<file path="config.mk">
export PLATFORM = sky130hd
export DESIGN_NAME = decode_stage
export DESIGN_NICKNAME = d
export VERILOG_FILES = /design/src/source/decode_pkg.sv /design/src/source/decode_imm.sv /design/src/source/decode_pc.sv /design/src/source/decode_stage.sv /design/src/source/decode_uop.sv
export SDC_FILE = /design/constraint.sdc
export NUM_CORES = 1
export LEC_CHECK = 0
export BUFFER_PORTS_ARGS = -buffer_cell sky130_fd_sc_hd__clkbuf_2
export CORE_AREA = 5 5 160 162
export CTS_CLUSTER_DIAMETER = 50
export DETAILED_ROUTE_END_ITERATION = 6
export DIE_AREA = 0 0 165 167
export GPL_ROUTABILITY_DRIVEN = 0
export HOLD_SLACK_MARGIN = 0.05
export PLACE_DENSITY_LB_ADDON = 0.12
export SETUP_SLACK_MARGIN = 0.4
export SYNTH_ARGS = -nofsm -noshare
export SYNTH_HDL_FRONTEND = slang
export SYNTH_SLANG_ARGS = --single-unit
export TNS_END_PERCENT = 100
</file>
<file path="constraint.sdc">
create_clock -name g_clk -period 2.4 [get_ports g_clk]
set_input_delay 0.12 -clock g_clk [delete_from_list [all_inputs] [get_ports g_clk]]
set_output_delay 0.12 -clock g_clk [all_outputs]
set_load 0.05 [all_outputs]
</file>
<file path="src/source/decode_pkg.sv">
/*
 * Shared definitions for the RV32I decode stage. Widths, vector types,
 * major opcodes, trap causes and the packed micro-op structs.
 */
`default_nettype none

package decode_pkg;

    localparam int XLEN = 32;                       // Datapath width

    // Vector types
    typedef logic [XLEN-1:0] word_t;                // One data word
    typedef logic [31:0]     instr_t;               // One instruction word
    typedef logic [4:0]      reg_addr_t;            // Register index
    typedef logic [6:0]      trap_cause_t;          // Trap cause code

    localparam word_t PC_RESET_ADDR = 32'h1000_0000; // PC after reset

    // Major opcodes, bits 6:0 of the instruction
    localparam logic [6:0] OPC_LUI    = 7'b0110111;
    localparam logic [6:0] OPC_AUIPC  = 7'b0010111;
    localparam logic [6:0] OPC_JAL    = 7'b1101111;
    localparam logic [6:0] OPC_JALR   = 7'b1100111;
    localparam logic [6:0] OPC_BRANCH = 7'b1100011;
    localparam logic [6:0] OPC_LOAD   = 7'b0000011;
    localparam logic [6:0] OPC_STORE  = 7'b0100011;
    localparam logic [6:0] OPC_OP_IMM = 7'b0010011;
    localparam logic [6:0] OPC_OP     = 7'b0110011;

    localparam trap_cause_t TRAP_IACCESS = 7'd1;    // Instruction access fault
    localparam trap_cause_t TRAP_IOPCODE = 7'd2;    // Illegal instruction

    // ----------------------------------------------------------
    // Operation groups, one flag per operation
    // ----------------------------------------------------------

    typedef struct packed {
        logic add, sub, and_, or_, xor_, sll, srl, sra, slt, sltu;
    } alu_op_t;

    typedef struct packed {
        logic beq, bne, blt, bge, bltu, bgeu, jal, jalr;
    } cfu_op_t;

    typedef struct packed {
        logic load, store, byte_, half, word, sext;
    } lsu_op_t;

    typedef struct packed {
        logic alu, lsu, npc;                        // Writeback source
    } wb_sel_t;

    typedef struct packed {
        logic  valid;                               // Take the target
        word_t target;
    } redirect_t;

    // Micro-op handed to execute
    typedef struct packed {
        alu_op_t     alu;
        cfu_op_t     cfu;
        lsu_op_t     lsu;
        wb_sel_t     wb;
        reg_addr_t   rd;
        reg_addr_t   rs1_addr;
        reg_addr_t   rs2_addr;
        word_t       rs1_data;
        word_t       rs2_data;
        word_t       imm;
        word_t       alu_lhs;
        word_t       alu_rhs;
        word_t       pc;
        word_t       npc;
        logic        trap;
        trap_cause_t trap_cause;
    } uop_t;

endpackage

`default_nettype wire

</file>
<file path="src/source/decode_imm.sv">
/*
 * Immediate decoder. Builds the I, S, B, U and J immediates and the
 * shift amount, then picks one by major opcode.
 */
`timescale 1ns/1ps
`default_nettype none

module decode_imm (
    input  decode_pkg::instr_t instr_i,             // Instruction word
    output decode_pkg::word_t  imm_o                // Selected immediate
);

    import decode_pkg::*;

    logic [6:0] opcode;
    logic [2:0] funct3;
    logic       is_shift;                           // SLLI, SRLI, SRAI

    word_t imm_i_fmt;
    word_t imm_s;
    word_t imm_b;
    word_t imm_u;
    word_t imm_j;
    word_t imm_shamt;

    assign opcode   = instr_i[6:0];
    assign funct3   = instr_i[14:12];
    assign is_shift = (funct3 == 3'd1) || (funct3 == 3'd5);

    // ----------------------------------------------------------
    // Format extraction
    // ----------------------------------------------------------

    assign imm_i_fmt = {{(XLEN-12){instr_i[31]}}, instr_i[31:20]};
    assign imm_s     = {{(XLEN-12){instr_i[31]}}, instr_i[31:25], instr_i[11:7]};
    assign imm_b     = {{(XLEN-13){instr_i[31]}}, instr_i[31], instr_i[7],
                        instr_i[30:25], instr_i[11:8], 1'b0};
    assign imm_u     = {instr_i[31:12], 12'b0};
    assign imm_j     = {{(XLEN-21){instr_i[31]}}, instr_i[31], instr_i[19:12],
                        instr_i[20], instr_i[30:21], 1'b0};
    assign imm_shamt = {{(XLEN-5){1'b0}}, instr_i[24:20]};   // Zero extended

    always_comb begin
        case (opcode)
            OPC_BRANCH:         imm_o = imm_b;
            OPC_LUI, OPC_AUIPC: imm_o = imm_u;
            OPC_JAL:            imm_o = imm_j;
            OPC_STORE:          imm_o = imm_s;
            OPC_OP_IMM:         imm_o = is_shift ? imm_shamt : imm_i_fmt;
            OPC_JALR, OPC_LOAD: imm_o = imm_i_fmt;
            default:            imm_o = '0;
        endcase
    end

endmodule

`default_nettype wire

</file>
<file path="src/source/decode_pc.sv">
/*
 * Program counter of the decode stage. Next-PC, redirect from execute
 * and the fetch/issue valid-ready handshake.
 */
`timescale 1ns/1ps
`default_nettype none

module decode_pc (
    input  logic                  g_clk,
    input  logic                  g_resetn,
    input  logic                  fetch_valid_i,    // Instruction present
    input  logic                  issue_ready_i,    // Execute can take it
    input  decode_pkg::redirect_t redirect_i,       // Control flow change
    output logic                  fetch_accept_o,   // Instruction consumed
    output logic                  issue_valid_o,
    output decode_pkg::word_t     pc_o,
    output decode_pkg::word_t     npc_o
);

    import decode_pkg::*;

    word_t pc_q;

    assign issue_valid_o  = fetch_valid_i;
    assign fetch_accept_o = fetch_valid_i && issue_ready_i;

    assign pc_o  = pc_q;
    assign npc_o = pc_q + XLEN'(4);                 // RV32I only, no compressed

    // Redirect wins over a concurrent accept
    always_ff @(posedge g_clk) begin
        if (!g_resetn) begin
            pc_q <= PC_RESET_ADDR;
        end else if (redirect_i.valid) begin
            pc_q <= redirect_i.target;
        end else if (fetch_accept_o) begin
            pc_q <= npc_o;
        end
    end

    // ----------------------------------------------------------
    // Checks
    // ----------------------------------------------------------

    a_redirect_aligned: assert property (@(posedge g_clk) disable iff (!g_resetn)
        redirect_i.valid |-> (redirect_i.target[1:0] == 2'b00));

    a_accept_valid: assert property (@(posedge g_clk) disable iff (!g_resetn)
        fetch_accept_o |-> fetch_valid_i);

endmodule

`default_nettype wire

</file>
<file path="src/source/decode_stage.sv">
/*
 * Decode and operand-gather stage, top level.
 * PC tracking, immediate decoder and micro-op decoder.
 */
`timescale 1ns/1ps
`default_nettype none

module decode_stage (
    input  logic                  g_clk,            // Global clock
    input  logic                  g_resetn,         // Sync reset, active low

    input  logic                  fetch_valid_i,
    input  decode_pkg::instr_t    fetch_instr_i,    // Instruction to decode
    input  logic [1:0]            fetch_err_i,      // Fetch bus error
    output logic                  fetch_accept_o,

    input  decode_pkg::redirect_t redirect_i,       // From execute

    output decode_pkg::reg_addr_t rs1_addr_o,
    input  decode_pkg::word_t     rs1_data_i,       // Forwarded
    output decode_pkg::reg_addr_t rs2_addr_o,
    input  decode_pkg::word_t     rs2_data_i,       // Forwarded

    output logic                  issue_valid_o,
    input  logic                  issue_ready_i,
    output decode_pkg::uop_t      issue_o           // Micro-op to execute
);

    import decode_pkg::*;

    word_t pc;
    word_t npc;
    word_t imm;

    decode_pc u_pc (
        .g_clk          (g_clk),
        .g_resetn       (g_resetn),
        .fetch_valid_i  (fetch_valid_i),
        .issue_ready_i  (issue_ready_i),
        .redirect_i     (redirect_i),
        .fetch_accept_o (fetch_accept_o),
        .issue_valid_o  (issue_valid_o),
        .pc_o           (pc),
        .npc_o          (npc)
    );

    decode_imm u_imm (
        .instr_i (fetch_instr_i),
        .imm_o   (imm)
    );

    decode_uop u_uop (
        .instr_i     (fetch_instr_i),
        .fetch_err_i (fetch_err_i),
        .imm_i       (imm),
        .pc_i        (pc),
        .npc_i       (npc),
        .rs1_data_i  (rs1_data_i),
        .rs2_data_i  (rs2_data_i),
        .rs1_addr_o  (rs1_addr_o),
        .rs2_addr_o  (rs2_addr_o),
        .uop_o       (issue_o)
    );

endmodule

`default_nettype wire

</file>
<file path="src/source/decode_uop.sv">
/*
 * Micro-op decoder. Register addresses, ALU, branch and load/store flags,
 * writeback source, ALU operands and the two trap causes.
 */
`timescale 1ns/1ps
`default_nettype none

module decode_uop (
    input  decode_pkg::instr_t    instr_i,          // Instruction word
    input  logic [1:0]            fetch_err_i,      // Fetch error per half-word
    input  decode_pkg::word_t     imm_i,            // Selected immediate
    input  decode_pkg::word_t     pc_i,
    input  decode_pkg::word_t     npc_i,
    input  decode_pkg::word_t     rs1_data_i,       // Forwarded read data
    input  decode_pkg::word_t     rs2_data_i,
    output decode_pkg::reg_addr_t rs1_addr_o,
    output decode_pkg::reg_addr_t rs2_addr_o,
    output decode_pkg::uop_t      uop_o
);

    import decode_pkg::*;

    logic [6:0] opcode;
    logic [2:0] funct3;
    logic [6:0] funct7;
    logic [7:0] f3_hot;                             // One-hot funct3

    logic is_lui, is_auipc, is_jal, is_jalr, is_branch;
    logic is_load, is_store, is_op_imm, is_op;
    logic op_legal, op_imm_legal, legal, illegal, fetch_fault;

    alu_op_t alu;
    cfu_op_t cfu;
    lsu_op_t lsu;
    wb_sel_t wb;

    assign opcode = instr_i[6:0];
    assign funct3 = instr_i[14:12];
    assign funct7 = instr_i[31:25];
    assign f3_hot = 8'b1 << funct3;

    assign is_lui    = (opcode == OPC_LUI);
    assign is_auipc  = (opcode == OPC_AUIPC);
    assign is_jal    = (opcode == OPC_JAL);
    assign is_jalr   = (opcode == OPC_JALR);
    assign is_branch = (opcode == OPC_BRANCH);
    assign is_load   = (opcode == OPC_LOAD);
    assign is_store  = (opcode == OPC_STORE);
    assign is_op_imm = (opcode == OPC_OP_IMM);
    assign is_op     = (opcode == OPC_OP);

    assign rs1_addr_o = instr_i[19:15];
    assign rs2_addr_o = instr_i[24:20];

    // ----------------------------------------------------------
    // Operation flags
    // ----------------------------------------------------------

    always_comb begin
        alu = '0;
        if (is_op || is_op_imm) begin
            alu.add  = f3_hot[0] && !(is_op && instr_i[30]);
            alu.sub  = f3_hot[0] && is_op && instr_i[30];  // No SUBI
            alu.sll  = f3_hot[1];
            alu.slt  = f3_hot[2];
            alu.sltu = f3_hot[3];
            alu.xor_ = f3_hot[4];
            alu.srl  = f3_hot[5] && !instr_i[30];
            alu.sra  = f3_hot[5] && instr_i[30];
            alu.or_  = f3_hot[6];
            alu.and_ = f3_hot[7];
        end
        alu.add = alu.add || is_auipc;
        alu.or_ = alu.or_ || is_lui;                // LUI is 0 | imm
        alu.sub = alu.sub || is_branch;             // Compare by subtract
    end

    assign cfu.beq  = is_branch && f3_hot[0];
    assign cfu.bne  = is_branch && f3_hot[1];
    assign cfu.blt  = is_branch && f3_hot[4];
    assign cfu.bge  = is_branch && f3_hot[5];
    assign cfu.bltu = is_branch && f3_hot[6];
    assign cfu.bgeu = is_branch && f3_hot[7];
    assign cfu.jal  = is_jal;
    assign cfu.jalr = is_jalr;

    assign lsu.load  = is_load;
    assign lsu.store = is_store;
    assign lsu.byte_ = (is_load || is_store) && (funct3[1:0] == 2'b00);
    assign lsu.half  = (is_load || is_store) && (funct3[1:0] == 2'b01);
    assign lsu.word  = (is_load || is_store) && (funct3[1:0] == 2'b10);
    assign lsu.sext  = is_load && !funct3[2];       // LB, LH, LW

    assign wb.npc = is_jal || is_jalr;
    assign wb.lsu = is_load;
    assign wb.alu = (|alu) && !is_branch;

    // ----------------------------------------------------------
    // Traps
    // ----------------------------------------------------------

    // Only ADD/SUB and SRL/SRA may carry funct7 0100000
    assign op_legal     = (funct7 == 7'h00) ||
                          ((f3_hot[0] || f3_hot[5]) && (funct7 == 7'h20));
    assign op_imm_legal = !(f3_hot[1] || f3_hot[5]) || (funct7 == 7'h00) ||
                          (f3_hot[5] && (funct7 == 7'h20));

    assign legal = is_lui || is_auipc || is_jal ||
                   (is_jalr   && f3_hot[0]) ||
                   (is_branch && !f3_hot[2] && !f3_hot[3]) ||
                   (is_load   && !f3_hot[3] && !f3_hot[6] && !f3_hot[7]) ||
                   (is_store  && !funct3[2] && (funct3[1:0] != 2'b11)) ||
                   (is_op_imm && op_imm_legal) ||
                   (is_op     && op_legal);

    assign illegal     = (instr_i[1:0] != 2'b11) || !legal;
    assign fetch_fault = |fetch_err_i;              // Either half-word

    always_comb begin
        uop_o            = '0;
        uop_o.alu        = alu;
        uop_o.cfu        = cfu;
        uop_o.lsu        = lsu;
        uop_o.wb         = wb;
        uop_o.rd         = (is_store || is_branch) ? '0 : instr_i[11:7];
        uop_o.rs1_addr   = rs1_addr_o;
        uop_o.rs2_addr   = rs2_addr_o;
        uop_o.rs1_data   = rs1_data_i;
        uop_o.rs2_data   = rs2_data_i;
        uop_o.imm        = imm_i;
        uop_o.alu_lhs    = is_auipc ? pc_i : (is_lui ? '0 : rs1_data_i);
        uop_o.alu_rhs    = (is_op_imm || is_lui || is_auipc || is_load || is_store) ?
                           imm_i : rs2_data_i;
        uop_o.pc         = pc_i;
        uop_o.npc        = npc_i;
        uop_o.trap       = fetch_fault || illegal;
        uop_o.trap_cause = fetch_fault ? TRAP_IACCESS :
                           illegal     ? TRAP_IOPCODE : '0;
    end

    // Execute relies on a single operation and a single result source
    always_comb begin
        assert final ($onehot0(uop_o.alu));
        assert final ($onehot0(uop_o.wb));
    end

endmodule

`default_nettype wire

</file>
==> impl_metrics.py, run 1 <==
metrics = {
    "timing": {
        "hold_violations": 0,
        "tightestPinTransition_ns": 0.863,
        "period_share_pct": 96.4,
        "final_max_slew_viol_count": 0,
        "rsz0062_at_grt": "yes",
        "fmax_ghz": 0.432,
        "fin_crit_ns": 2.31,
        "setup_violations": 0,
        "slew_headroom_pct": 42.5,
        "setup_tns_ns": 0,
        "skew_ns": 0.00876,
    },
    "floorplan": {
        "num_rows": 57,
        "fp.dieH_um": 167,
        "num_io_pins": 421,
        "design.core.area_um2": 24000,
        "die_w_um": 165,
        "initial_utilization_pct": 20.5,
        "die-area_um2": 27600,
    },
    "finish": {
        "antennaDiodeCount": 0,
        "ff_latch_area_um2": 728,
        "largest_reg_flops": 32,
        "final_util_pct": 37.1,
        "finalInstanceArea_um2": 8890,
        "multiInputGateArea_um2": 4080,
        "drive_above_1_share_pct": 59.4,
        "num-nets-final": 1228,
        "syn_to_final_growth_pct": 81.4,
        "n_fill_cell": 2588,
    },
    "drt": {
        "drt_pass1_iterations": 4,
        "post-route-drc-count": 0,
        "drtIter0Drc": 372,
        "avgViaCountPerCell": 4.87,
        "routedWlPerCell_um": 21.0,
        "antenna_left": 0,
        "vias": 6895,
        "routed_wl_um": 29800,
    },
    "global_routing": {
        "grt-ovfl-total": 0,
        "grt_max_degree": 52,
        "grt_pass1_wl_um": 43100,
        "antenna_found_initial": 1,
        "grt_usage_pct": 20.0,
        "grt_pass1_vias": 6787,
    },
    "outcome": {
        "status": "completed",
    },
    "power_and_ir_drop": {
        "power_uw": 3270,
        "power_density_nw_per_um2": 367,
        "ir_drop_mv": 0.254,
        "leakage_uw": 0.00434,
    },
    "worst_setup_path": {
        "path_buf_inv": 2,
        "cp_top_family": "simple AND/OR/NAND/NOR gates",
        "cpPeakStageDelay_ns": 0.67,
        "ff2ff_path_depth": 8,
        "worst-setup-path-type": "register to primary output",
        "critical_path_depth": 7,
        "crit_path_end_kind": "primary output",
        "worstPathArrival_ns": 2.19,
        "cp_slowest_cell": "or4_4",
        "required_ns": 2.28,
        "critPathMaxFanout": 7,
        "path_cells": "ha_4 -> nand3_4 -> or4_4 -> buf_6 -> nor3_4 -> xnor2_2 -> buf_12",
        "cp-start-kind": "register",
    },
    "synth": {
        "synthCells": 751,
        "seq_area_frac_synth_pct": 13.1,
        "ys_seq_elements": 32,
        "synthesis.area_um2": 4900,
        "yosysWarnings": 0,
        "async_reset_ff_share_pct": 0,
        "syn_avg_cell_area_um2": 6.53,
        "synth_cell_types": 53,
        "synth_ff_type": "dfxtp_1",
        "synth_edf_count": 0,
    },
    "worst_hold_path": {
        "min_path_type": "primary input to register",
        "hold_path_depth": 2,
    },
    "placed_design": {
        "port_buffers": 415,
        "dp_hpwl_um": 23400,
        "place_area_um2": 7910,
    },
    "run": {
        "drv_cap": 0,
    },
    "clock_tree": {
        "ctsHtreeMaxLevel": 2,
        "clockBufferDepth": 2,
        "cts_tree": "built",
        "cts.sinks": 32,
        "clkTransAtPathRegs_ns": 0.06,
        "hold_buffers": 0,
        "worstSkewPairLatency_ns": 0.29,
        "cts_made_buffers": 5,
        "cts_root_buf": "clkbuf_16",
    },
}
power by group:
| group | internal [uW] | leakage, uW | switching, uW | total, uW |
|---|---|---|---|---|
| Combinational | 591 | 0.00399 | 1370 | 1970 |
| Sequential | 566 | 0.000280 | 83.2 | 650 |
| Clock | 378 | 0.0000710 | 273 | 651 |
| Total | 1540 | 0.00434 | 1730 | 3270 |
synth_stat cells (4+ instances only):
| master | instances | area share (%) |
|---|---|---|
| nor2b_1 | 10 | 1.3 |
| a31oi_1 | 27 | 3.4 |
| nand3_1 | 23 | 2.3 |
| o31ai_1 | 18 | 2.8 |
| and3_1 | 7 | 0.89 |
| nor4_1 | 35 | 4.5 |
| a21oi_1 | 11 | 1.1 |
| xnor2_1 | 15 | 2.7 |
| nand3b_1 | 27 | 4.1 |
| dfxtp_1 | 32 | 13 |
| o21ai_0 | 40 | 4.1 |
| inv_1 | 17 | 1.3 |
| buf_4 | 98 | 15 |
| nand2_1 | 114 | 8.7 |
| nand4_1 | 15 | 1.9 |
| or3_1 | 7 | 0.89 |
| nor2_1 | 39 | 3.0 |
| or2_2 | 4 | 0.51 |
| xor2_1 | 21 | 3.8 |
| a32oi_1 | 4 | 0.71 |
| o311a_1 | 8 | 1.6 |
| and4_1 | 4 | 0.71 |
| a22o_1 | 4 | 0.71 |
| o31a_1 | 6 | 1.1 |
| mux2_2 | 5 | 1.1 |
| nand2b_1 | 14 | 1.8 |
| nor3_1 | 34 | 3.5 |
| or4_1 | 9 | 1.4 |
| buf_2 | 7 | 0.71 |
| clkbuf_1 | 56 | 4.3 |
cells by family (layout without fill, tap and decap cells):
kind of cell    count (synthesis)  after routing  synth area share, %
buf+inv                       184            519                 22.1
flops                          32             32                 13.1
compound gates                134            134                 18.3
mux                             8              8                 1.76
fa+ha+maj                       1              1                0.255
other cells                     1              5               0.0765
simple gates                  355            358                 38.0
xor+xnor                       36             36                 6.43
area by class of cell:
class | count | share of cell area (%)
multi-input cells | 542 | 45.9
repair buffers | 493 | 38.9
flip-flops and latches | 32 | 8.19
well taps | 324 | 4.56
clock buffers | 5 | 1.41
inverters | 18 | 0.886
clock inverters | 3 | 0.155
cells in the final DEF, fill, tap and decap left out, types with 7 or more instances in the layout:
| master | n |
|---|---|
| clkbuf_2 | 353 |
| nor2b_1 | 10 |
| inv_1 | 14 |
| nor2_1 | 32 |
| nor3_4 | 7 |
| and3_1 | 7 |
| nor3_2 | 13 |
| nand3_1 | 16 |
| or3_1 | 7 |
| nand4_1 | 15 |
| nand2b_1 | 14 |
| nor4_1 | 30 |
| clkbuf_4 | 10 |
| buf_6 | 11 |
| dfxtp_4 | 22 |
| nand3b_1 | 27 |
| nor3_1 | 14 |
| o311a_1 | 8 |
| buf_4 | 65 |
| o21ai_0 | 38 |
| xor2_4 | 9 |
| a21oi_1 | 11 |
| buf_12 | 41 |
| xnor2_1 | 7 |
| o31ai_2 | 12 |
| a31oi_2 | 17 |
| xor2_1 | 8 |
| a31oi_1 | 9 |
| nand2_1 | 113 |
worst paths after layout:
| path | from | endpoint | slack, ns |
|---|---|---|---|
| setup / recovery | u_pc.pc_o[3] | issue_o[38] | 0.09 |
| setup reg to reg | u_pc.pc_o[3] | u_pc.pc_o[26] | 0.12 |
| hold reg to reg | u_pc.pc_o[13] | u_pc.pc_o[13] | 0.56 |
| hold / removal | redirect_i[4] | u_pc.pc_o[4] | 0.05 |
layer usage:
metal	global-route usage (%)	vias up	wire [um]
met1	23.5	3317	11400
met5	0	-	18
li1	-	3283	-
met4	3.36	2	512
met2	37.4	264	15700
met3	4.00	29	2140
per-stage QoR:
step / worst slack, ns / hold WS (ns) / std cells
global route: 0.0383 / 0.0663 / 1417
detailed placement: 0.158 / 0.346 / 1361
floorplan: 0.0824 / 0.257 / 755
CTS: 0.0687 / 0.0502 / 1407
finish: 0.0865 / 0.0538 / 1417
global placement: 0.163 / 0.348 / 1361
repair_timing:
action                     in CTS  in global routing
pin swaps                      21                 22
gates resized for setup        73                 48
cloned                          3                  1
buffers inserted               35                  9
setup endpoints to repair      49                 56
(Power assumes the default switching activity.)
==> run 2, diff against run 1 <==
--- a/config.mk
+++ b/config.mk
@@ -6,10 +6,10 @@
 export NUM_CORES = 1
 export LEC_CHECK = 0
 export BUFFER_PORTS_ARGS = -buffer_cell sky130_fd_sc_hd__clkbuf_2
-export CORE_AREA = 5 5 160 162
-export CTS_CLUSTER_DIAMETER = 50
+export CORE_AREA = 5 5 159 161
+export CTS_CLUSTER_SIZE = 8
 export DETAILED_ROUTE_END_ITERATION = 6
-export DIE_AREA = 0 0 165 167
+export DIE_AREA = 0 0 164 166
 export GPL_ROUTABILITY_DRIVEN = 0
 export HOLD_SLACK_MARGIN = 0.05
 export PLACE_DENSITY_LB_ADDON = 0.12
==> impl_metrics.py, run 2 (synthesis results as in run 1) <==
metrics = {
    "drt": {
        "routed_wl_um": 28500,
        "routedWlPerCell_um": 20.3,
        "post-route-drc-count": 0,
        "drt_pass1_iterations": 6,
        "avgViaCountPerCell": 4.88,
        "vias": 6865,
        "drtIter0Drc": 379,
        "antenna_left": 0,
    },
    "worst_setup_path": {
        "worstPathArrival_ns": 2.18,
        "required_ns": 2.28,
        "cp-start-kind": "register",
        "cp_slowest_cell": "or4_4",
        "worst-setup-path-type": "register to primary output",
        "crit_path_end_kind": "primary output",
        "critPathMaxFanout": 7,
        "cpPeakStageDelay_ns": 0.67,
        "path_cells": "ha_4 -> nand3_4 -> or4_4 -> nor3_4 -> xor2_4 -> buf_8",
    },
    "floorplan": {
        "design.core.area_um2": 23800,
        "initial_utilization_pct": 20.6,
        "num_rows": 57,
        "fp.dieH_um": 166,
        "num_io_pins": 421,
        "die_w_um": 164,
        "die-area_um2": 27200,
    },
    "clock_tree": {
        "cts_tree": "built",
        "clockBufferDepth": 2,
        "hold_buffers": 0,
        "ctsHtreeMaxLevel": 2,
        "cts_made_buffers": 5,
        "clkTransAtPathRegs_ns": 0.06,
        "cts.sinks": 32,
        "worstSkewPairLatency_ns": 0.29,
        "cts_root_buf": "clkbuf_16",
    },
    "timing": {
        "rsz0062_at_grt": "yes",
        "fmax_ghz": 0.435,
        "period_share_pct": 95.8,
        "tightestPinTransition_ns": 0.594,
        "slew_headroom_pct": 60.4,
        "setup_violations": 0,
        "fin_crit_ns": 2.30,
        "hold_violations": 0,
        "setup_ws_ns": 0.101,
        "setup_tns_ns": 0,
        "skew_ns": 0.00736,
        "final_max_slew_viol_count": 0,
    },
    "global_routing": {
        "grt-ovfl-total": 0,
        "grt_pass1_vias": 6673,
        "grt_usage_pct": 19.7,
        "grt_max_degree": 40,
        "grt_pass1_wl_um": 42300,
        "antenna_found_initial": 0,
    },
    "power_and_ir_drop": {
        "leakage_uw": 0.00426,
        "ir_drop_mv": 0.217,
        "power_density_nw_per_um2": 380,
    },
    "finish": {
        "final_util_pct": 36.5,
        "antennaDiodeCount": 0,
        "final_cell_mix": "362 x clkbuf_2, 113 x nand2_1, 56 x buf_4, 38 x o21ai_0, 35 x buf_12",
        "largest_reg_flops": 32,
        "mostFrequentLayoutCell": "clkbuf_2",
        "num-nets-final": 1218,
        "syn_to_final_growth_pct": 77.5,
        "drive_above_1_share_pct": 58.4,
    },
    "worst_hold_path": {
        "min_path_type": "primary input to register",
    },
    "placed_design": {
        "dp_slack_ns": 0.189,
        "dp_hpwl_um": 22900,
        "port_buffers": 415,
    },
    "outcome": {
        "status": "completed",
    },
    "run": {
        "drv_cap": 0,
    },
}
[run 2: cell count changes in the layout (fill, tap and decap cells not counted), moves of 3 or more]
cell,change
buf_4,-9
buf_8,+3
a31oi_2,-4
buf_12,-6
a31oi_1,+4
clkbuf_2,+9
clkbuf_4,-4
clkbuf_8,-4
[run 2: path summary, 6_finish.rpt]
| check | start | end | slack [ns] | cells after the start |
|---|---|---|---|---|
| worst max-delay path | u_pc.pc_o[3] | issue_o[34] | 0.10 | 6 |
| worst min-delay path | redirect_i[4] | u_pc.pc_o[4] | 0.06 | 2 |
| worst max register to register | u_pc.pc_o[3] | u_pc.pc_o[26] | 0.27 | 7 |
| worst min register to register | u_pc.pc_o[13] | u_pc.pc_o[13] | 0.56 | 2 |
[run 2: layout make-up]
| cell class | instances | area [um^2] |
|---|---|---|
| fill | 2629 | 15100 |
| multi-input combinational | 542 | 4060 |
| timing repair buffer | 483 | 3260 |
| sequential | 32 | 729 |
| tap | 324 | 405 |
| clock buffer | 5 | 125 |
| inverter | 18 | 75.1 |
| clock inverter | 3 | 37.5 |
[run 2: what timing repair did]
action                     4_1_cts  5_1_grt
setup endpoints to repair       51       72
gates cloned                     3        0
resized for setup               64       50
setup buffers                   29        6
pin swaps                       21       20
[run 2: metrics by stage]
step	area [um^2]	std cells	hold slack [ns]	total power (uW)
floorplan	5650	755	0.257	2020
global placement	7820	1361	0.348	2510
detailed placement	7820	1361	0.346	2510
CTS	8500	1401	0.0578	3320
global route	8700	1407	0.0802	3440
finish	8700	1407	0.0613	3310
[run 2: worst max-delay path, delay by kind of cell, from the launching register on]
kind,cells,cell delay [ns]
and+or+nand+nor,3,1.04
DFF,1,0.36
xor gates and xnor gates,1,0.17
buffers and inverters,1,0.16
adders and majority gates,1,0.15
[run 2: layer usage]
layer,up-vias,track usage [%],part of all wire [%]
li1,3254,-,-
met1,3268,23.0,38
met2,307,36.3,51
met3,36,3.92,7.7
met4,0,5.54,2.6
met5,-,0,0
[run 2: power breakdown]
group / total (uW) / leakage [uW] / internal, uW / switching [uW]
sequential: 657 / 0.000281 / 567 / 90.0
clock: 737 / 0.0000789 / 483 / 255
combinational: 1920 / 0.00390 / 560 / 1360
total: 3310 / 0.00426 / 1610 / 1700
==> run 3, diff against run 2 <==
--- a/config.mk
+++ b/config.mk
@@ -12,7 +12,7 @@
 export DIE_AREA = 0 0 164 166
 export GPL_ROUTABILITY_DRIVEN = 0
 export HOLD_SLACK_MARGIN = 0.05
-export PLACE_DENSITY_LB_ADDON = 0.12
+export PLACE_DENSITY = 0.58
 export SETUP_SLACK_MARGIN = 0.4
 export SYNTH_ARGS = -nofsm -noshare
 export SYNTH_HDL_FRONTEND = slang
==> impl_metrics.py, run 3 (synthesis results as in run 1) <==
metrics = {
    "power_and_ir_drop": {
        "ir_drop_mv": 0.220,
        "power_density_nw_per_um2": 382,
        "netSwitchingPower_uw": 1750,
        "leakage_uw": 0.00436,
        "intPower_uw": 1650,
        "combPwrFrac_pct": 58.3,
        "power_uw": 3400,
        "swShare_pct": 51.5,
        "pwr-share-clk_pct": 22.5,
        "seqPwrFrac_pct": 19.2,
    },
    "timing": {
        "slew_headroom_pct": 44.4,
        "tightestPinTransition_ns": 0.834,
        "fin_crit_ns": 2.28,
        "period_share_pct": 95.0,
        "fmax_ghz": 0.439,
        "hold_violations": 0,
        "setup_violations": 0,
        "skew_ns": 0.00800,
        "hold_ws_ns": 0.0884,
        "rsz0062_at_grt": "yes",
        "setup_tns_ns": 0,
        "final_max_slew_viol_count": 0,
    },
    "finish": {
        "n_fill_cell": 2545,
        "antennaDiodeCount": 0,
        "syn_to_final_growth_pct": 81.5,
        "final_util_pct": 37.3,
        "multiInputGateArea_um2": 4040,
        "mostFrequentLayoutCell": "clkbuf_2",
        "largest_reg_flops": 32,
        "final_cell_mix": "359 x clkbuf_2, 113 x nand2_1, 74 x buf_4, 40 x buf_12, 38 x o21ai_0",
        "ff_latch_area_um2": 728,
        "num-nets-final": 1235,
        "drive_above_1_share_pct": 58.6,
    },
    "global_routing": {
        "grt_pass1_wl_um": 43400,
        "grt_max_degree": 41,
        "grt-ovfl-total": 0,
        "grt_usage_pct": 20.3,
        "grt_pass1_vias": 6806,
        "antenna_found_initial": 1,
    },
    "outcome": {
        "status": "completed",
    },
    "worst_setup_path": {
        "worst-setup-path-type": "register to primary output",
        "cpPeakStageDelay_ns": 0.59,
        "cp_slowest_cell": "or4_4",
        "worstPathArrival_ns": 2.16,
        "required_ns": 2.28,
        "path_buf_inv": 1,
        "critPathMaxFanout": 8,
        "path_cells": "nand3_2 -> or4_4 -> nor3_4 -> xor2_4 -> clkbuf_8",
        "crit_path_end_kind": "primary output",
        "cp-start-kind": "register",
        "cp_top_family": "simple AND/OR/NAND/NOR gates",
    },
    "drt": {
        "route.met3.wl_um": 2070,
        "avgViaCountPerCell": 4.99,
        "wl_met1_um": 11300,
        "routed_wl_um": 30300,
        "routedWlPerCell_um": 21.3,
        "vias": 7111,
        "drt_pass1_iterations": 7,
        "drtIter0Drc": 634,
        "antenna_left": 0,
        "wl_met2_um": 16100,
        "highest_layer": "met4",
        "post-route-drc-count": 0,
    },
    "clock_tree": {
        "cts_root_buf": "clkbuf_16",
        "hold_buffers": 0,
        "worstSkewPairLatency_ns": 0.29,
        "clkTransAtPathRegs_ns": 0.06,
        "clockBufferDepth": 2,
        "cts.sinks": 32,
        "cts_made_buffers": 5,
        "ctsHtreeMaxLevel": 2,
        "cts_tree": "built",
    },
    "placed_design": {
        "port_buffers": 415,
        "dp_hpwl_um": 24400,
    },
    "floorplan": {
        "design.core.area_um2": 23800,
        "die-area_um2": 27200,
        "num_io_pins": 421,
        "initial_utilization_pct": 20.6,
        "die_w_um": 164,
        "num_rows": 57,
        "fp.dieH_um": 166,
    },
    "worst_hold_path": {
        "min_path_type": "primary input to register",
    },
    "run": {
        "drv_cap": 0,
    },
}
==> run 3: worst reg2reg max path: cells and delay by family (launching register included) <==
kind / cells / cell delay, ns
flip-flops: 1 / 0.36
buffers and inverters: 2 / 0.32
adder cells (fa/ha/maj): 1 / 0.14
AO/OA/AOI/OAI: 1 / 0.16
AND/OR/NAND/NOR: 3 / 1.07
==> run 3: routing by layer <==
layer  vias up  GRT usage, %
met3        47          2.80
met5         -             0
li1       3289             -
met2       350          38.4
met4         0          5.98
met1      3425          23.4
==> run 3: final cells by class <==
class                      instances  share of cell area, %
clock buffer                       5                   1.41
timing repair buffer             499                   39.1
sequential                        32                   8.19
clock inverter                     3                  0.478
inverter                          18                  0.802
tap                              324                   4.56
multi-input combinational        543                   45.5
==> run 3: path summary, 6_finish.rpt <==
kind,end,depth (start not counted),startpoint,slack (ns)
min reg2reg,u_pc.pc_o[0],2,u_pc.pc_o[0],0.56
max,issue_o[34],5,u_pc.pc_o[7],0.12
min,u_pc.pc_o[4],2,redirect_i[4],0.09
max reg2reg,u_pc.pc_o[24],7,u_pc.pc_o[3],0.27
==> run 3: power groups by stage <==
| stage | Sequential (uW) | Combinational [uW] | Clock (uW) |
|---|---|---|---|
| 6_report | 653 | 1980 | 764 |
| 5_1_grt | 661 | 2070 | 785 |
| 4_1_cts | 662 | 1940 | 773 |
| 3_5_place_dp | 687 | 1880 | 0 |
| 3_3_place_gp | 683 | 1880 | 0 |
| 2_1_floorplan | 767 | 1250 | 0 |
==> run 3: what timing repair did <==
| item | 4_1_cts | 5_1_grt |
|---|---|---|
| resized for setup | 66 | 41 |
| setup buffers | 22 | 17 |
| endpoints found under the hold margin | 0 | 0 |
| gates cloned | 3 | 2 |
| setup endpoints to repair | 45 | 56 |
| pin swaps | 19 | 20 |
==> run 3: stage by stage <==
stage | std cells | setup slack, ns | cell area (um^2)
after global routing | 1424 | 0.0668 | 8900
after CTS | 1405 | 0.108 | 8620
after detailed placement | 1372 | 0.126 | 8000
after global placement | 1372 | 0.155 | 8000
final | 1424 | 0.120 | 8900
after floorplan | 755 | 0.0824 | 5650
